[src/rtl/lobinho_pkg.sv]
package lobinho_pkg;

    // ------------------------------------------------------------------------
    // Game dimensions and types
    // ------------------------------------------------------------------------
    localparam int NUM_PLAYERS = 5;                   // Seats at the table
    localparam int NUM_DEALS   = 20;                  // 5 wolves x 4 doctors

    typedef logic [2:0] player_t;                     // Player index 0 to 4
    typedef logic [1:0] role_t;                       // Role code
    typedef logic [4:0] deal_t;                       // Deal counter value
    typedef logic [9:0] game_t;                       // Five roles, player 0 on top
    typedef logic [4:0] deaths_t;                     // Bit p set when p is dead
    typedef logic [4:0] buttons_t;                    // One-hot target buttons

    localparam role_t ROLE_VILLAGER = 2'd0;
    localparam role_t ROLE_WOLF     = 2'd1;
    localparam role_t ROLE_DOCTOR   = 2'd2;
    localparam role_t ROLE_NONE     = 2'd3;           // Nothing shown

    typedef enum logic [3:0] {
        IDLE,                                         // Waiting for play
        RESET_ALL,                                    // Clears the game data
        DEAL,                                         // Deal counter spins
        STORE_DEAL,                                   // Latch the dealt game
        PREPARE_NIGHT,                                // Zero the player counter
        WAIT_TURN,                                    // Role hidden between turns
        TURN,                                         // Role shown, target picked
        NEXT_PLAYER,
        END_NIGHT,
        EVALUATE,                                     // Resolve attack vs protect
        ANNOUNCE                                      // Held until reset
    } game_state_t;

    // ------------------------------------------------------------------------
    // Role table
    // ------------------------------------------------------------------------
    // Index bits [4:2] pick the wolf, bits [1:0] rank the doctor among the rest
    function automatic game_t deal_game(deal_t index);
        game_t   game;
        player_t wolf;
        player_t rank;
        player_t doctor;
        game   = '0;                                  // Everyone a villager
        wolf   = index[4:2];
        rank   = {1'b0, index[1:0]};
        doctor = (rank < wolf) ? rank : rank + 3'd1;  // Skip over the wolf
        for (int p = 0; p < NUM_PLAYERS; p++) begin
            if (player_t'(p) == wolf) begin
                game[2*(NUM_PLAYERS-1-p) +: 2] = ROLE_WOLF;
            end else if (player_t'(p) == doctor) begin
                game[2*(NUM_PLAYERS-1-p) +: 2] = ROLE_DOCTOR;
            end
        end
        return game;
    endfunction

endpackage

[src/rtl/game_control.sv]
module game_control (
    input  logic                 clock,
    input  logic                 reset,
    input  logic                 play,
    input  logic                 pass,
    output lobinho_pkg::player_t current_player,
    output logic                 clear_game,
    output logic                 deal_step,
    output logic                 store_deal,
    output logic                 turn_active,
    output logic                 clear_target,
    output logic                 evaluate,
    output logic                 announce
);

    import lobinho_pkg::*;

    game_state_t state;                               // Current FSM state
    game_state_t state_next;
    logic        pass_sync;                           // First detector stage
    logic        pass_prev;                           // Second detector stage
    logic        pass_pulse;                          // One cycle per press
    logic        last_player;                         // Player 4 holds the turn

    // ------------------------------------------------------------------------
    // Pass edge detector
    // ------------------------------------------------------------------------
    always_ff @(posedge clock or posedge reset) begin
        if (reset) begin
            pass_sync <= 1'b0;
            pass_prev <= 1'b0;
        end else begin
            pass_sync <= pass;
            pass_prev <= pass_sync;
        end
    end

    assign pass_pulse = pass_sync & ~pass_prev;       // Rising edge only

    // ------------------------------------------------------------------------
    // Night round FSM
    // ------------------------------------------------------------------------
    always_ff @(posedge clock or posedge reset) begin
        if (reset) begin
            state <= IDLE;
        end else begin
            state <= state_next;
        end
    end

    assign last_player = (current_player == player_t'(NUM_PLAYERS - 1));

    always_comb begin
        state_next = state;                           // Hold by default
        case (state)
            IDLE:          if (play) state_next = RESET_ALL;
            RESET_ALL:     state_next = DEAL;
            DEAL:          if (pass_pulse) state_next = STORE_DEAL;   // Freeze the deal
            STORE_DEAL:    state_next = PREPARE_NIGHT;
            PREPARE_NIGHT: state_next = WAIT_TURN;
            WAIT_TURN:     if (pass_pulse) state_next = TURN;
            TURN: begin
                if (pass_pulse) begin
                    state_next = last_player ? END_NIGHT : NEXT_PLAYER;
                end
            end
            NEXT_PLAYER:   state_next = WAIT_TURN;
            END_NIGHT:     state_next = EVALUATE;
            EVALUATE:      state_next = ANNOUNCE;
            ANNOUNCE:      state_next = ANNOUNCE;     // Only reset leaves
            default:       state_next = IDLE;
        endcase
    end

    // Player turn counter
    always_ff @(posedge clock or posedge reset) begin
        if (reset) begin
            current_player <= '0;
        end else if (clear_game || state == PREPARE_NIGHT) begin
            current_player <= '0;
        end else if (state == NEXT_PLAYER) begin
            current_player <= current_player + 3'd1;
        end
    end

    // Moore strobes
    assign clear_game   = (state == IDLE) || (state == RESET_ALL);
    assign deal_step    = (state == DEAL);
    assign store_deal   = (state == STORE_DEAL);
    assign turn_active  = (state == TURN);
    assign clear_target = clear_game || (state == NEXT_PLAYER);    // Fresh pick each turn
    assign evaluate     = (state == EVALUATE);
    assign announce     = (state == ANNOUNCE);

endmodule

[src/rtl/night_resolver.sv]
module night_resolver (
    input  logic                 clock,
    input  logic                 reset,
    input  logic                 clear_game,
    input  logic                 evaluate,
    input  lobinho_pkg::role_t   current_role,
    input  lobinho_pkg::player_t chosen_player,
    output lobinho_pkg::deaths_t deaths
);

    import lobinho_pkg::*;

    player_t attacked_player;                         // Wolf's latest pick
    player_t protected_player;                        // Doctor's latest pick

    // ------------------------------------------------------------------------
    // Night actions
    // ------------------------------------------------------------------------
    // current_role is ROLE_NONE outside a turn so no state test is needed
    always_ff @(posedge clock or posedge reset) begin
        if (reset) begin
            attacked_player  <= '0;
            protected_player <= '0;
        end else if (clear_game) begin
            attacked_player  <= '0;
            protected_player <= '0;
        end else begin
            case (current_role)
                ROLE_WOLF:   attacked_player  <= chosen_player;
                ROLE_DOCTOR: protected_player <= chosen_player;
                default:     ;                        // Villager or hidden
            endcase
        end
    end

    // ------------------------------------------------------------------------
    // Resolution
    // ------------------------------------------------------------------------
    always_ff @(posedge clock or posedge reset) begin
        if (reset) begin
            deaths <= '0;
        end else if (clear_game) begin
            deaths <= '0;
        end else if (evaluate && attacked_player != protected_player) begin
            deaths[attacked_player] <= 1'b1;          // Unsaved victim
        end
    end

endmodule

[src/rtl/poli_lobinho.sv]
module poli_lobinho (
    input  logic                  clock,
    input  logic                  reset,
    input  logic                  play,
    input  logic                  pass,
    input  lobinho_pkg::buttons_t target_buttons,
    output lobinho_pkg::deal_t    seed_index,
    output lobinho_pkg::player_t  current_player,
    output lobinho_pkg::role_t    current_role,
    output lobinho_pkg::deaths_t  deaths,
    output logic                  announce
);

    import lobinho_pkg::*;

    logic    clear_game;                              // IDLE and RESET_ALL
    logic    deal_step;                               // Deal counter enable
    logic    store_deal;                              // Latch dealt game
    logic    turn_active;                             // Role on display
    logic    clear_target;
    logic    evaluate;
    player_t chosen_player;                           // Decoded target

    game_control u_game_control (
        .clock          (clock),
        .reset          (reset),
        .play           (play),
        .pass           (pass),
        .current_player (current_player),
        .clear_game     (clear_game),
        .deal_step      (deal_step),
        .store_deal     (store_deal),
        .turn_active    (turn_active),
        .clear_target   (clear_target),
        .evaluate       (evaluate),
        .announce       (announce)
    );

    role_deal u_role_deal (
        .clock          (clock),
        .reset          (reset),
        .clear_game     (clear_game),
        .deal_step      (deal_step),
        .store_deal     (store_deal),
        .turn_active    (turn_active),
        .current_player (current_player),
        .seed_index     (seed_index),
        .current_role   (current_role)
    );

    target_decoder u_target_decoder (
        .clock          (clock),
        .reset          (reset),
        .clear_target   (clear_target),
        .target_buttons (target_buttons),
        .chosen_player  (chosen_player)
    );

    night_resolver u_night_resolver (
        .clock          (clock),
        .reset          (reset),
        .clear_game     (clear_game),
        .evaluate       (evaluate),
        .current_role   (current_role),
        .chosen_player  (chosen_player),
        .deaths         (deaths)
    );

endmodule

[src/rtl/role_deal.sv]
module role_deal (
    input  logic                 clock,
    input  logic                 reset,
    input  logic                 clear_game,
    input  logic                 deal_step,
    input  logic                 store_deal,
    input  logic                 turn_active,
    input  lobinho_pkg::player_t current_player,
    output lobinho_pkg::deal_t   seed_index,
    output lobinho_pkg::role_t   current_role
);

    import lobinho_pkg::*;

    game_t game;                                      // Roles of the dealt game
    role_t player_role;                               // Role of current_player

    // ------------------------------------------------------------------------
    // Deal counter, modulo NUM_DEALS
    // ------------------------------------------------------------------------
    always_ff @(posedge clock or posedge reset) begin
        if (reset) begin
            seed_index <= '0;
        end else if (clear_game) begin
            seed_index <= '0;
        end else if (deal_step) begin
            if (seed_index == deal_t'(NUM_DEALS - 1)) begin
                seed_index <= '0;                     // Wrap after the last deal
            end else begin
                seed_index <= seed_index + 5'd1;
            end
        end
    end

    // ------------------------------------------------------------------------
    // Dealt game register
    // ------------------------------------------------------------------------
    always_ff @(posedge clock or posedge reset) begin
        if (reset) begin
            game <= '0;
        end else if (clear_game) begin
            game <= '0;
        end else if (store_deal) begin
            game <= deal_game(seed_index);            // Counter already frozen here
        end
    end

    // Pick the pair that belongs to the current player
    always_comb begin
        player_role = ROLE_NONE;                      // Out of range index
        for (int p = 0; p < NUM_PLAYERS; p++) begin
            if (current_player == player_t'(p)) begin
                player_role = game[2*(NUM_PLAYERS-1-p) +: 2];
            end
        end
    end

    assign current_role = turn_active ? player_role : ROLE_NONE;   // Hidden off turn

endmodule

[src/rtl/target_decoder.sv]
module target_decoder (
    input  logic                  clock,
    input  logic                  reset,
    input  logic                  clear_target,
    input  lobinho_pkg::buttons_t target_buttons,
    output lobinho_pkg::player_t  chosen_player
);

    import lobinho_pkg::*;

    logic any_button;                                 // Some button held

    assign any_button = |target_buttons;

    always_ff @(posedge clock or posedge reset) begin
        if (reset) begin
            chosen_player <= '0;
        end else if (clear_target) begin
            chosen_player <= '0;                      // Between turns
        end else if (any_button) begin
            case (target_buttons)
                5'b00001: chosen_player <= player_t'(0);
                5'b00010: chosen_player <= player_t'(1);
                5'b00100: chosen_player <= player_t'(2);
                5'b01000: chosen_player <= player_t'(3);
                5'b10000: chosen_player <= player_t'(4);
                default:  chosen_player <= player_t'(0);    // Several buttons
            endcase
        end
    end

endmodule

[config.mk]
export PLATFORM = sky130hd
export DESIGN_NAME = poli_lobinho
export DESIGN_NICKNAME = d
export VERILOG_FILES = /design/src/rtl/lobinho_pkg.sv /design/src/rtl/game_control.sv /design/src/rtl/night_resolver.sv /design/src/rtl/poli_lobinho.sv /design/src/rtl/role_deal.sv /design/src/rtl/target_decoder.sv
export SDC_FILE = /design/constraint.sdc
export NUM_CORES = 1
export LEC_CHECK = 0
export BUFFER_PORTS_ARGS = -buffer_cell sky130_fd_sc_hd__clkbuf_2
export CAP_MARGIN = 20
export CORE_MARGIN = 2
export CORE_UTILIZATION = 24
export DETAILED_ROUTE_END_ITERATION = 6
export HOLD_SLACK_MARGIN = 0.05
export PLACE_DENSITY = 0.44
export REMOVE_ABC_BUFFERS = 1
export SLEW_MARGIN = 20
export SYNTH_ARGS = -nofsm -noshare
export SYNTH_HDL_FRONTEND = slang
export SYNTH_SLANG_ARGS = --single-unit
[constraint.sdc]
create_clock -name clock -period 2.73 [get_ports clock]
set_input_delay 0.4095 -clock clock [delete_from_list [all_inputs] [get_ports clock]]
set_output_delay 0.4095 -clock clock [all_outputs]
set_load 0.005 [all_outputs]
**Word-level counts from Yosys, hierarchy flattened**

Cells that the tools add are included.

- Bitwise logic cells: 3
- $add $sub $neg: 3
- Mux-type cells: 41
- Order comparisons: 3
- Equality and inequality tests: 34
- Reduce and logical (&&, ||, !) cells: 20

Operators with widths:

| cell | number |
|---|---|
| 4-bit one-hot mux with 9 select lines | 1 |
| 2-bit two-way mux | 16 |
| 3-bit two-way mux | 9 |
| 5-bit two-way mux | 5 |
| 10-bit two-way mux | 2 |
| 4-bit two-way mux | 5 |
| 4-bit by 3-bit equality test with 1-bit output, second input constant | 4 |
| 2-bit nonzero test | 7 |
| 2-bit by 3-bit equality test with 1-bit output, first input constant | 4 |
| 4-bit equality test, second input constant | 3 |
| 3-bit one-hot mux with 4 select lines | 1 |
| 5-bit equality test, second input constant | 2 |
| 3-bit logical NOT | 3 |
| 4-bit by 2-bit equality test with 1-bit output, second input constant | 2 |
| 1-bit by 3-bit equality test with 1-bit output, first input constant | 2 |
| 3-bit by 2-bit equality test with 1-bit output, second input constant | 2 |
| 3-bit equality test, first input constant | 2 |
| 5-bit by 1-bit adder with 5-bit output, second input constant | 1 |
| 5-bit by 2-bit equality test with 1-bit output, second input constant | 1 |
| 5-bit by 3-bit equality test with 1-bit output, second input constant | 1 |
| 5-bit by 4-bit equality test with 1-bit output, second input constant | 1 |
| 5-bit OR | 1 |
| 5-bit OR reduction | 1 |
| 4-bit by 1-bit equality test with 1-bit output, second input constant | 1 |
| other kinds (21) | 27 |

- Output and inout port bits: 16
- Bits of input ports: 9
- Logic and storage cells: 114
- Bits in registers: 38

**Longest topological paths before layout**

Gate-level depths: netlist of run 1.

- Depth after elaboration: 10
- Mapped depth: 8
- Mapped depth without buffers: 8

**Modules after synthesis**

Synthesis of run 1 repeated with hierarchy kept, for this count alone.

- Cell total of the unflattened synthesis: 228
- Area total of the unflattened synthesis: 2,197.1 sq um

Modules (own cells, without submodules):

| module | area each (sq um) | cells each | times used |
|---|---|---|---|
| role_deal | 980.9 | 105 | 1 |
| game_control | 576.8 | 63 | 1 |
| night_resolver | 509.2 | 48 | 1 |
| target_decoder | 130.1 | 12 | 1 |

**Least setup slack after synthesis of run 1**

No wires, ideal clock.

- Path kind: reg-to-output
- Start point: register u_game_control.current_player[0]
- End point: output current_role[1]
- Path buffers: 0
- Cell stages (with the launch flop): 7
- Arrival: 1.540 ns
- Setup slack: 0.781 ns
- Data required time: 2.321 ns
- Path through: dfrtp_1 > inv_1 > ha_1 > and4b_1 > a211oi_1 > a22oi_4 > inv_2

- Longest elaborated chain between the ends: 7
- Elaborated cells on any way between the ends: 11
- Classes of those cells: 4 x eq/ne; 6 x mux; 1 x reduce/logical

Ends and longest elaborated chain:

| item | line | source |
|---|---|---|
| start, declared | game_control.sv:6 | `output lobinho_pkg::player_t current_player,` |
| start signal, assigned | game_control.sv:82 | `current_player <= current_player + 3'd1;` |
| 3-bit logical NOT | role_deal.sv:52 | `if (current_player == player_t'(p)) begin` |
| 2-bit two-way mux (4 in a row) | role_deal.sv:52 |  |
| 2-bit two-way mux (*) | role_deal.sv:52 |  |
| 2-bit two-way mux (*) | role_deal.sv:58 | `assign current_role = turn_active ? player_role : ROLE_NONE;` |
| end, declared | poli_lobinho.sv:9 | `output lobinho_pkg::role_t current_role,` |

Mark *: on every way between the ends. The rest lies on a longest branch, timed or not.

**Final worst setup path of run 1**

Same ends and word-level chain as after synthesis.

==> results.md, run 1 <==
- The detailed placer's ending HPWL is 3.96 mm.
- In this run the tool buffered the top-level ports with 24 buffer cells.
- The number of nets in the layout is 282.
- The type of the most critical hold path is in -> async.
- In the routed design, unresolved DRC markers number 0.
- The post-synthesis instance total is between 200 and 250.
- The tree is rooted in a sky130_fd_sc_hd__clkbuf_8.
- The overall power after layout is between 2 and 3 mW.
- The overall fraction of global-route tracks in use is 0.114.
- In this run, distinct cell masters in the synthesized netlist total 55.
- In the final timing run, aggregate negative setup slack is 0 ns.
- After synthesis, the largest family of logic cells by area is compound AO/OA/AOI/OAI gates.
- Dividing the final minimum period by the clock period gives 0.930.
- Once placement completed, the tool counted placed cells totaling 370.
- The number of antenna diodes in the final layout is 0.
- At the pin with the least slew margin, the transition time is 0.838 ns.
- From synthesis to final layout, the design area changed by 15.3%.
- The detailed-router iteration count before antenna repair is 4.
- For this configuration, the core starts out at a cell density of 0.245.
- The number of hold buffers added after CTS was 0.
- The count of clock tree sinks is 38.
- The reg-to-reg critical path endpoint is u_night_resolver.attacked_player[2].
- Entering global routing, the biggest net connects 39 pins.
- The post-CTS setup buffer count is 0.
- Summed over all layers, the routed wires come to 5.43 mm.
- The startpoint identified for the worst register-to-register timing path is u_game_control.current_player[0].
- Gates resized during post-CTS repair numbered 0.
- The residual antenna-violating net count after detailed routing is 0.
- The worst endpoint required time is 2.32 ns.
- By count the netlist is led by 38 x sky130_fd_sc_hd__dfrtp_1, 20 x sky130_fd_sc_hd__nor2_1, 19 x sky130_fd_sc_hd__a21oi_1.
- During synthesis, Yosys emitted a total of 0 warnings.
- The cell count of the worst reg-to-reg path is 8.
- The number of antenna violations at the first check in global routing was 0.
- The multiplexer area fraction after synthesis is 0.00503.
- The H-tree was split into 2 levels.
- Setup slack closes at around 0.19 ns.
- Clock-pin slew was measured on the worst setup and hold paths at 0.09 ns.
- The die boundary height is 101 um.
- The number of synthesized register bits is 38.
- The critical path launch point type is a flip-flop.
- For this design the ratio of total power to cell area is 1010 nW/um^2.
- OpenSTA, run right after detailed placement, puts the worst setup slack at 0.489 ns.
- The simple-gate portion of the synthesized area is 0.198.
- The fraction of synthesized cell area taken by the top area cell type is 0.425.
- The global-route wire length before repair is between 9 and 10 mm.
- The number of placement rows is 35.
- The number of endpoints failing setup at the final stage is 0.
- The maximum clock insertion buffer count is 2.
- The post-synthesis compound-gate area fraction is 0.253.
- The die extent in x is 101 um.
- The end point of the critical path is current_role[1].
- Summing every instance area after synthesis gives 2240 um^2.
- The core region is 9150 um^2.
- The maximum frequency from static timing analysis is 394 MHz.
- The maximum fanout count along the critical path is 7.
- For this run, the number of standard cells in the final layout without fillers is between 300 and 400.
- The number of endpoints with negative hold slack in the final report is 0.
- The worst setup path is of the reg -> out kind.
- Summed over all instances, the cell type with the most area after synthesis is sky130_fd_sc_hd__dfrtp_1.
- For the finished layout, the period the worst path requires is 2.54 ns.
- In the synthesized netlist the async set-or-reset flop fraction comes to 1.00.
- The adder-cell share of the synthesized area is 0.0436.
- The number of global-route vias before repair was about 1,900.
- Yosys attributes the largest share of cell area to sky130_fd_sc_hd__dfrtp_1 42%, sky130_fd_sc_hd__a32o_1 4.5%, sky130_fd_sc_hd__a21oi_1 4.2%.
- The final worst clock skew is 0.00862 ns.
- Summed over all layers, the global routing overflow is 0.
- The leakage power is 1.09 nW.
- The worst pin sits at a relative slew slack of 0.438.
- Yosys instantiated no cell more often than sky130_fd_sc_hd__dfrtp_1.
- The prevailing post-synth register cell is sky130_fd_sc_hd__dfrtp_1.
- The floorplan die area is 10,100 um^2.
- Across the VDD grid, the largest voltage drop is 0.441 mV.
- The launch point of the critical path is u_game_control.current_player[0].
- In the final layout, the share of cells above drive strength 1 is 0.180.
- The mean cell area of the mapped netlist is 9.25 um^2.
- The insertion delay to the later sink of the worst-skew pair is 0.29 ns.
- The DRC violation total after the first TritonRoute iteration is 58.
- The worst reg-to-reg setup slack is 0.71 ns.
- Of the synthesized area, sequential elements account for 0.425.
- The max-capacitance violation count is 0.
- The clock tree from TritonCTS is yes.
- The total CTS buffers is 5.
- The worst setup path is captured at an output port.
- The average wire length per cell after detail routing is 14.4 um.
- The number of primary I/O pins is 25.
- The number of vias in the routed layout is 1,912.
- Using the TritonRoute via totals, the vias-per-cell ratio works out to 5.06.
- At the end of routability-driven placement, the weighted congestion stood at 0.775.
- The final count of pins violating max slew was 0.
- The XOR/XNOR share of the synthesized area is 0.0235.
- The data arrival time of the critical path is 2.13 ns.
- The synthesized design contains 0 enable-type register cells.
- The flow ran to the end, and the final reports show no timing, DRC or antenna violations.
- Setup repair after global routing left no endpoint under its margin.
## registers in the layout (all words and copies together), names as in the netlist
signal,flops
u_game_control.pass_sync,1
u_night_resolver.protected_player,3
u_game_control.current_player,3
u_role_deal.game,10
u_night_resolver.attacked_player,3
u_role_deal.seed_index,5
u_target_decoder.chosen_player,3
u_game_control.state,4
u_game_control.pass_prev,1
u_night_resolver.deaths,5
## cell usage in the layout, fill, tap and decap left out, types with 2 or more instances in the layout
master / n
sky130_fd_sc_hd__dfrtp_1: 38
sky130_fd_sc_hd__clkbuf_2: 24
sky130_fd_sc_hd__nor2_1: 20
sky130_fd_sc_hd__a21oi_1: 19
sky130_fd_sc_hd__nand2_1: 18
sky130_fd_sc_hd__inv_1: 11
sky130_fd_sc_hd__nand3_1: 11
sky130_fd_sc_hd__o21ai_1: 10
sky130_fd_sc_hd__a32o_1: 10
sky130_fd_sc_hd__ha_1: 7
sky130_fd_sc_hd__buf_4: 7
sky130_fd_sc_hd__o21ai_0: 6
sky130_fd_sc_hd__clkbuf_8: 6
sky130_fd_sc_hd__nand2b_1: 5
sky130_fd_sc_hd__nor2b_1: 5
sky130_fd_sc_hd__nor3_1: 5
sky130_fd_sc_hd__xnor2_1: 5
sky130_fd_sc_hd__o22ai_1: 4
sky130_fd_sc_hd__nor3b_1: 4
sky130_fd_sc_hd__inv_2: 3
sky130_fd_sc_hd__a21o_1: 3
sky130_fd_sc_hd__or3_1: 3
sky130_fd_sc_hd__a22o_1: 3
sky130_fd_sc_hd__and2_1: 2
sky130_fd_sc_hd__a22oi_4: 2
sky130_fd_sc_hd__a211oi_1: 2
sky130_fd_sc_hd__a32oi_1: 2
sky130_fd_sc_hd__o31ai_1: 2
sky130_fd_sc_hd__a22oi_1: 2
sky130_fd_sc_hd__o32ai_1: 2
## worst max-delay path: stages, from the launching register on
cell                       delay (ns)
sky130_fd_sc_hd__dfrtp_1         0.46
sky130_fd_sc_hd__inv_1           0.09
sky130_fd_sc_hd__ha_1            0.26
sky130_fd_sc_hd__and4b_1         0.23
sky130_fd_sc_hd__a211oi_1        0.37
sky130_fd_sc_hd__a22oi_4         0.14
sky130_fd_sc_hd__inv_2           0.15
sky130_fd_sc_hd__clkbuf_2        0.13
## where the power goes
| part | leakage (nW) | switching (mW) | internal, mW |
|---|---|---|---|
| Clock | 0.0472 | 0.216 | 0.203 |
| Combinational | 0.535 | 0.790 | 0.536 |
| Sequential | 0.510 | 0.186 | 0.683 |
## how the worst min path moves through the flow
stage | start | to | depth (start not counted)
after floorplan | u_game_control.pass_sync | u_game_control.pass_prev | 0
after global placement | u_game_control.pass_sync | u_game_control.pass_prev | 0
after detailed placement | u_game_control.pass_sync | u_game_control.pass_prev | 0
after CTS | pass | u_game_control.pass_sync | 1
after global routing | pass | u_game_control.pass_sync | 1
final | reset | u_role_deal.seed_index[1] | 3
## final cells by class
| cell class | count | area (um^2) |
|---|---|---|
| multi-input cells | 176 | 1170 |
| repair buffers | 31 | 173 |
| clock inverters | 2 | 12.5 |
| flip-flops and latches | 38 | 951 |
| clock buffers | 6 | 82.6 |
| inverters | 14 | 52.6 |
| fillers | 945 | 6570 |
| well taps | 111 | 139 |
## stage by stage
stage                     cell area (um^2)  utilization  hold WS, ns
after floorplan                       2170            -        0.355
after global placement                2490        0.272        0.374
after detailed placement              2490        0.272        0.389
after CTS                             2580        0.282        0.215
after global routing                  2580        0.282        0.205
final                                 2580        0.282        0.204
## cells by family (layout without fill, tap and decap cells)
kind of cell / count (synthesis) / in the layout
buffers and inverters: 28 / 53
DFF: 38 / 38
xor gates and xnor gates: 6 / 6
adders and majority gates: 8 / 8
and+or+nand+nor: 84 / 84
AOI/OAI and AO/OA: 77 / 77
muxes: 1 / 1
## per-layer routing
layer  share of wire  vias to the layer above  track usage
li1                -                      940            -
met1            0.53                      937        0.172
met2            0.43                       30        0.165
met3           0.037                        5       0.0243
met4          0.0085                        0       0.0316
met5               0                        -            0
No activity file was read; power rests on OpenSTA's default activity.
==> inputs of run 2 (changes only) <==
Settings changed: ABC_AREA set to 1, PLACE_DENSITY 0.44 to not set.
==> results.md, run 2 <==
- The final worst clock skew is 0.0109 ns (+0.00229 ns).
- The CTS H-tree depth is 2 (unchanged).
- Counting flops per register, the top entry is u_role_deal.game.
- The fraction of synthesis flops using an asynchronous set or reset pin is 1.00 (unchanged).
- The total standard cell area after synthesis is 2090 um^2 (-6.7%).
- The maximum number of pins on one net before global-route repair is 39 (unchanged).
- The global route total overflow is 0 (unchanged).
- The placer's final routability congestion estimate is 0.889 (+15%).
- The flip-flop count of the largest register, all copies and words added came to 10 (unchanged).
- The clock edge transition at the registers on the reported setup and hold paths is 0.08 ns (about the same).
- The yosys synthesis warning count came to 0 (unchanged).
- The maximum frequency from static timing analysis is 465 MHz (+18%).
- The effective utilization at floorplan was 0.243 (-0.00141).
- The minimum period implied by the final worst setup slack came to 2.15 ns (-0.388 ns).
- The total CTS buffers is 5 (unchanged).
- The ratio of cells with drive above 1 in the final layout came to 0.153 (-0.0270).
- The remaining design rule violation count is 0 (unchanged).
- The overall fraction of global-route tracks in use is 0.106 (-0.00845).
- The run finished with clean final reports.
- The final count of pins violating max slew was 0 (unchanged).
- The die boundary height is 97.3 um (-3.3%).
- The mean cell area of the mapped netlist is 7.77 um^2 (-16%).
- The number of placement rows is 34 (-2.9%).
- The number of inserted diodes came to 0 (unchanged).
- The relative slew slack was 0.672 (+0.234).
- The number of global-route vias before repair is 1,846 (-0.65%).
- By startpoint and endpoint, the worst setup path is classified as reg -> out.
- The post-CTS setup buffer count came to 0 (unchanged).
- The data arrival time of the critical path is 1.74 ns (-0.39 ns).
- From synthesis to final layout, the design area changed by 19.2%.
- The worst endpoint required time is 2.32 ns (about the same).
- STA classifies the critical path startpoint as a flip-flop.
- The floorplan die area is 9470 um^2 (-6.4%).
- The leakage power is 1.22 nW (+12%).
- TritonCTS built the clock tree.
- The aggregate routed wire length came to 4.70 mm (-14%).
- The core footprint is 8590 um^2 (-6.1%).
- The detailed-router iteration count before antenna repair was 5 (+1).
- Summed over all instances, the cell type with the most area after synthesis is sky130_fd_sc_hd__dfrtp_1.
- The count of cell types in the netlist is 31 (-44%).
- The worst register-to-register path begins at u_game_control.state[2].
- The count of clock tree sinks is 38 (unchanged).
- The maximum resistive drop on vdd came to 0.364 mV (-17%).
- The number of flops mapped to enable cells by yosys is 0 (unchanged).
- The die extent in x is 97.3 um (-3.3%).
- The cell count of the worst reg-to-reg path is 6 (-2).
- The post-synthesis instance total is 269 (+11%).
- The average via count per standard cell was 4.44 (-12%).
- The reg-to-reg critical path endpoint is u_game_control.current_player[0].
- The average wire length per cell after detail routing came to 11.5 um (-20%).
- The number of synthesized register bits is 38 (unchanged).
- The number of primary I/O pins is 25 (unchanged).
- The worst setup path is captured at an output port.
- The sequential area share after synthesis is 0.455 (+0.0303).
- The total power per unit cell area is 805 nW/um^2 (-20%).
- The DRC violation total after the first TritonRoute iteration is 104 (+79%).
- The max-capacitance violation count is 0 (unchanged).
- The tree is rooted in a sky130_fd_sc_hd__clkbuf_8.
- The pin slew with the least headroom to its limit is 0.492 ns (-0.346 ns).
- In the layout the commonest cells are 62 x sky130_fd_sc_hd__nand2_1, 43 x sky130_fd_sc_hd__inv_1, 38 x sky130_fd_sc_hd__dfrtp_1.
- The insertion delay to the later sink of the worst-skew pair is 0.29 ns (about the same).
- The cell with the most instances after synthesis is sky130_fd_sc_hd__nand2_1.
- The type of the most critical hold path is in -> async.
- The number of antenna violations at the first check in global routing came to 0 (unchanged).
- The fraction of synthesized cell area taken by the top area cell type is 0.455 (+0.0303).
- The maximum clock insertion buffer count is 2 (unchanged).
- The number of endpoints failing setup at the final stage came to 0 (unchanged).
- The residual antenna-violating net count after detailed routing came to 0 (unchanged).
- The largest registers in the layout are u_role_deal.game: 10 flops, u_night_resolver.deaths: 5 flops, u_role_deal.seed_index: 5 flops.
- In the synthesized netlist the dominant register cell turns out to be sky130_fd_sc_hd__dfrtp_1.
- The most common library cell in the layout ignoring fill and taps is sky130_fd_sc_hd__nand2_1.
- The final non-filler cell area is 2490 um^2 (-3.5%).
- The post-cts repair resize count was 0 (unchanged).
- The placement-stage cell area is 2350 um^2 (-5.6%).
- The period utilization came to 0.788 (-0.142).
- The number of nets in the layout is 316 (+12%).
- The number of vias in the routed layout was 1,817 (-5.0%).
- The detailed placer's ending HPWL is 3.64 mm (-8.1%).
- Ranked by total cell area, the synthesized netlist is headed by sky130_fd_sc_hd__dfrtp_1 46%, sky130_fd_sc_hd__nand2_1 11%, sky130_fd_sc_hd__inv_1 7.7%.
- The number of endpoints with negative hold slack in the final report is 0 (unchanged).
- The worst reg-to-reg setup slack came to 1.00 ns (+0.29 ns).
- The global-route wire length before repair is 8.36 mm (-10%).
- The sum of negative setup slack is 0 ns (unchanged).
- Setup repair after global routing left no endpoint under its margin.
- The number of port buffers is 24 (unchanged).
- The maximum fanout count along the critical path came to 4 (-3).
- The post-cts hold buffer count is 0 (unchanged).
- Ranked by instance count, the synthesized netlist is headed by 62 x sky130_fd_sc_hd__nand2_1, 43 x sky130_fd_sc_hd__inv_1, 38 x sky130_fd_sc_hd__dfrtp_1.
[run 2: worst max-delay path by stage]
stage,startpoint,endpoint,slack (ns),depth (start not counted)
6_report,u_game_control.current_player[0],current_role[0],0.58,8
5_1_grt,u_game_control.current_player[0],current_role[0],0.39,8
4_1_cts,u_game_control.current_player[0],current_role[0],0.54,8
3_5_place_dp,u_game_control.current_player[0],current_role[0],0.87,8
3_3_place_gp,u_game_control.current_player[0],current_role[0],0.88,8
2_1_floorplan,u_game_control.current_player[0],current_role[0],1.12,7
[run 2: worst max-delay path: stages, from the launching register on]
cell and delay (ns):
sky130_fd_sc_hd__dfrtp_1 0.42, sky130_fd_sc_hd__ha_1 0.22, sky130_fd_sc_hd__ha_1 0.20, sky130_fd_sc_hd__inv_1 0.08, sky130_fd_sc_hd__o21ai_0 0.08, sky130_fd_sc_hd__inv_1 0.05
sky130_fd_sc_hd__nand2_1 0.06, sky130_fd_sc_hd__a21oi_1 0.20, sky130_fd_sc_hd__clkbuf_2 0.15
[run 2: kinds of logic (layout without fill, tap and decap cells)]
logic type / count (synthesis) / in the layout / share of synthesized area
flip-flops: 38 / 38 / 0.455
adder cells (fa/ha/maj): 7 / 7 / 0.0419
XOR/XNOR: 6 / 6 / 0.0252
buffers and inverters: 46 / 78 / 0.0832
AO/OA/AOI/OAI: 42 / 42 / 0.121
AND/OR/NAND/NOR: 130 / 130 / 0.274
[run 2: routing by layer]
metal,global-route usage,vias to the layer above,routed length [um]
met1,0.137,852,2270
met5,0,-,0
met4,0.0363,0,89
li1,-,927,-
met3,0.0245,9,140
met2,0.175,29,2190
[run 2: metrics by stage]
| step | cells | util | power (mW) | hold slack [ns] | worst slack [ns] |
|---|---|---|---|---|---|
| after global routing | 409 | 0.290 | 2.17 | 0.219 | 0.394 |
| after CTS | 409 | 0.290 | 2.03 | 0.217 | 0.540 |
| after floorplan | 268 | - | 1.23 | 0.354 | 1.12 |
| after detailed placement | 401 | 0.273 | 1.42 | 0.379 | 0.871 |
| after global placement | 401 | 0.273 | 1.42 | 0.363 | 0.881 |
| final | 409 | 0.290 | 2.01 | 0.203 | 0.579 |
[run 2: layout make-up]
type                            count  area, um^2
Clock inverter                      2        60.1
Timing Repair Buffer               25         128
Inverter                           45         169
Fill cell                         922        6100
Sequential cell                    38         951
Tap cell                          108         135
Clock buffer                        6        82.6
Multi-Input combinational cell    185         965
[run 2: power breakdown]
| group | internal [mW] | switching, mW |
|---|---|---|
| sequential | 0.625 | 0.0636 |
| combinational | 0.225 | 0.501 |
| clock | 0.390 | 0.201 |
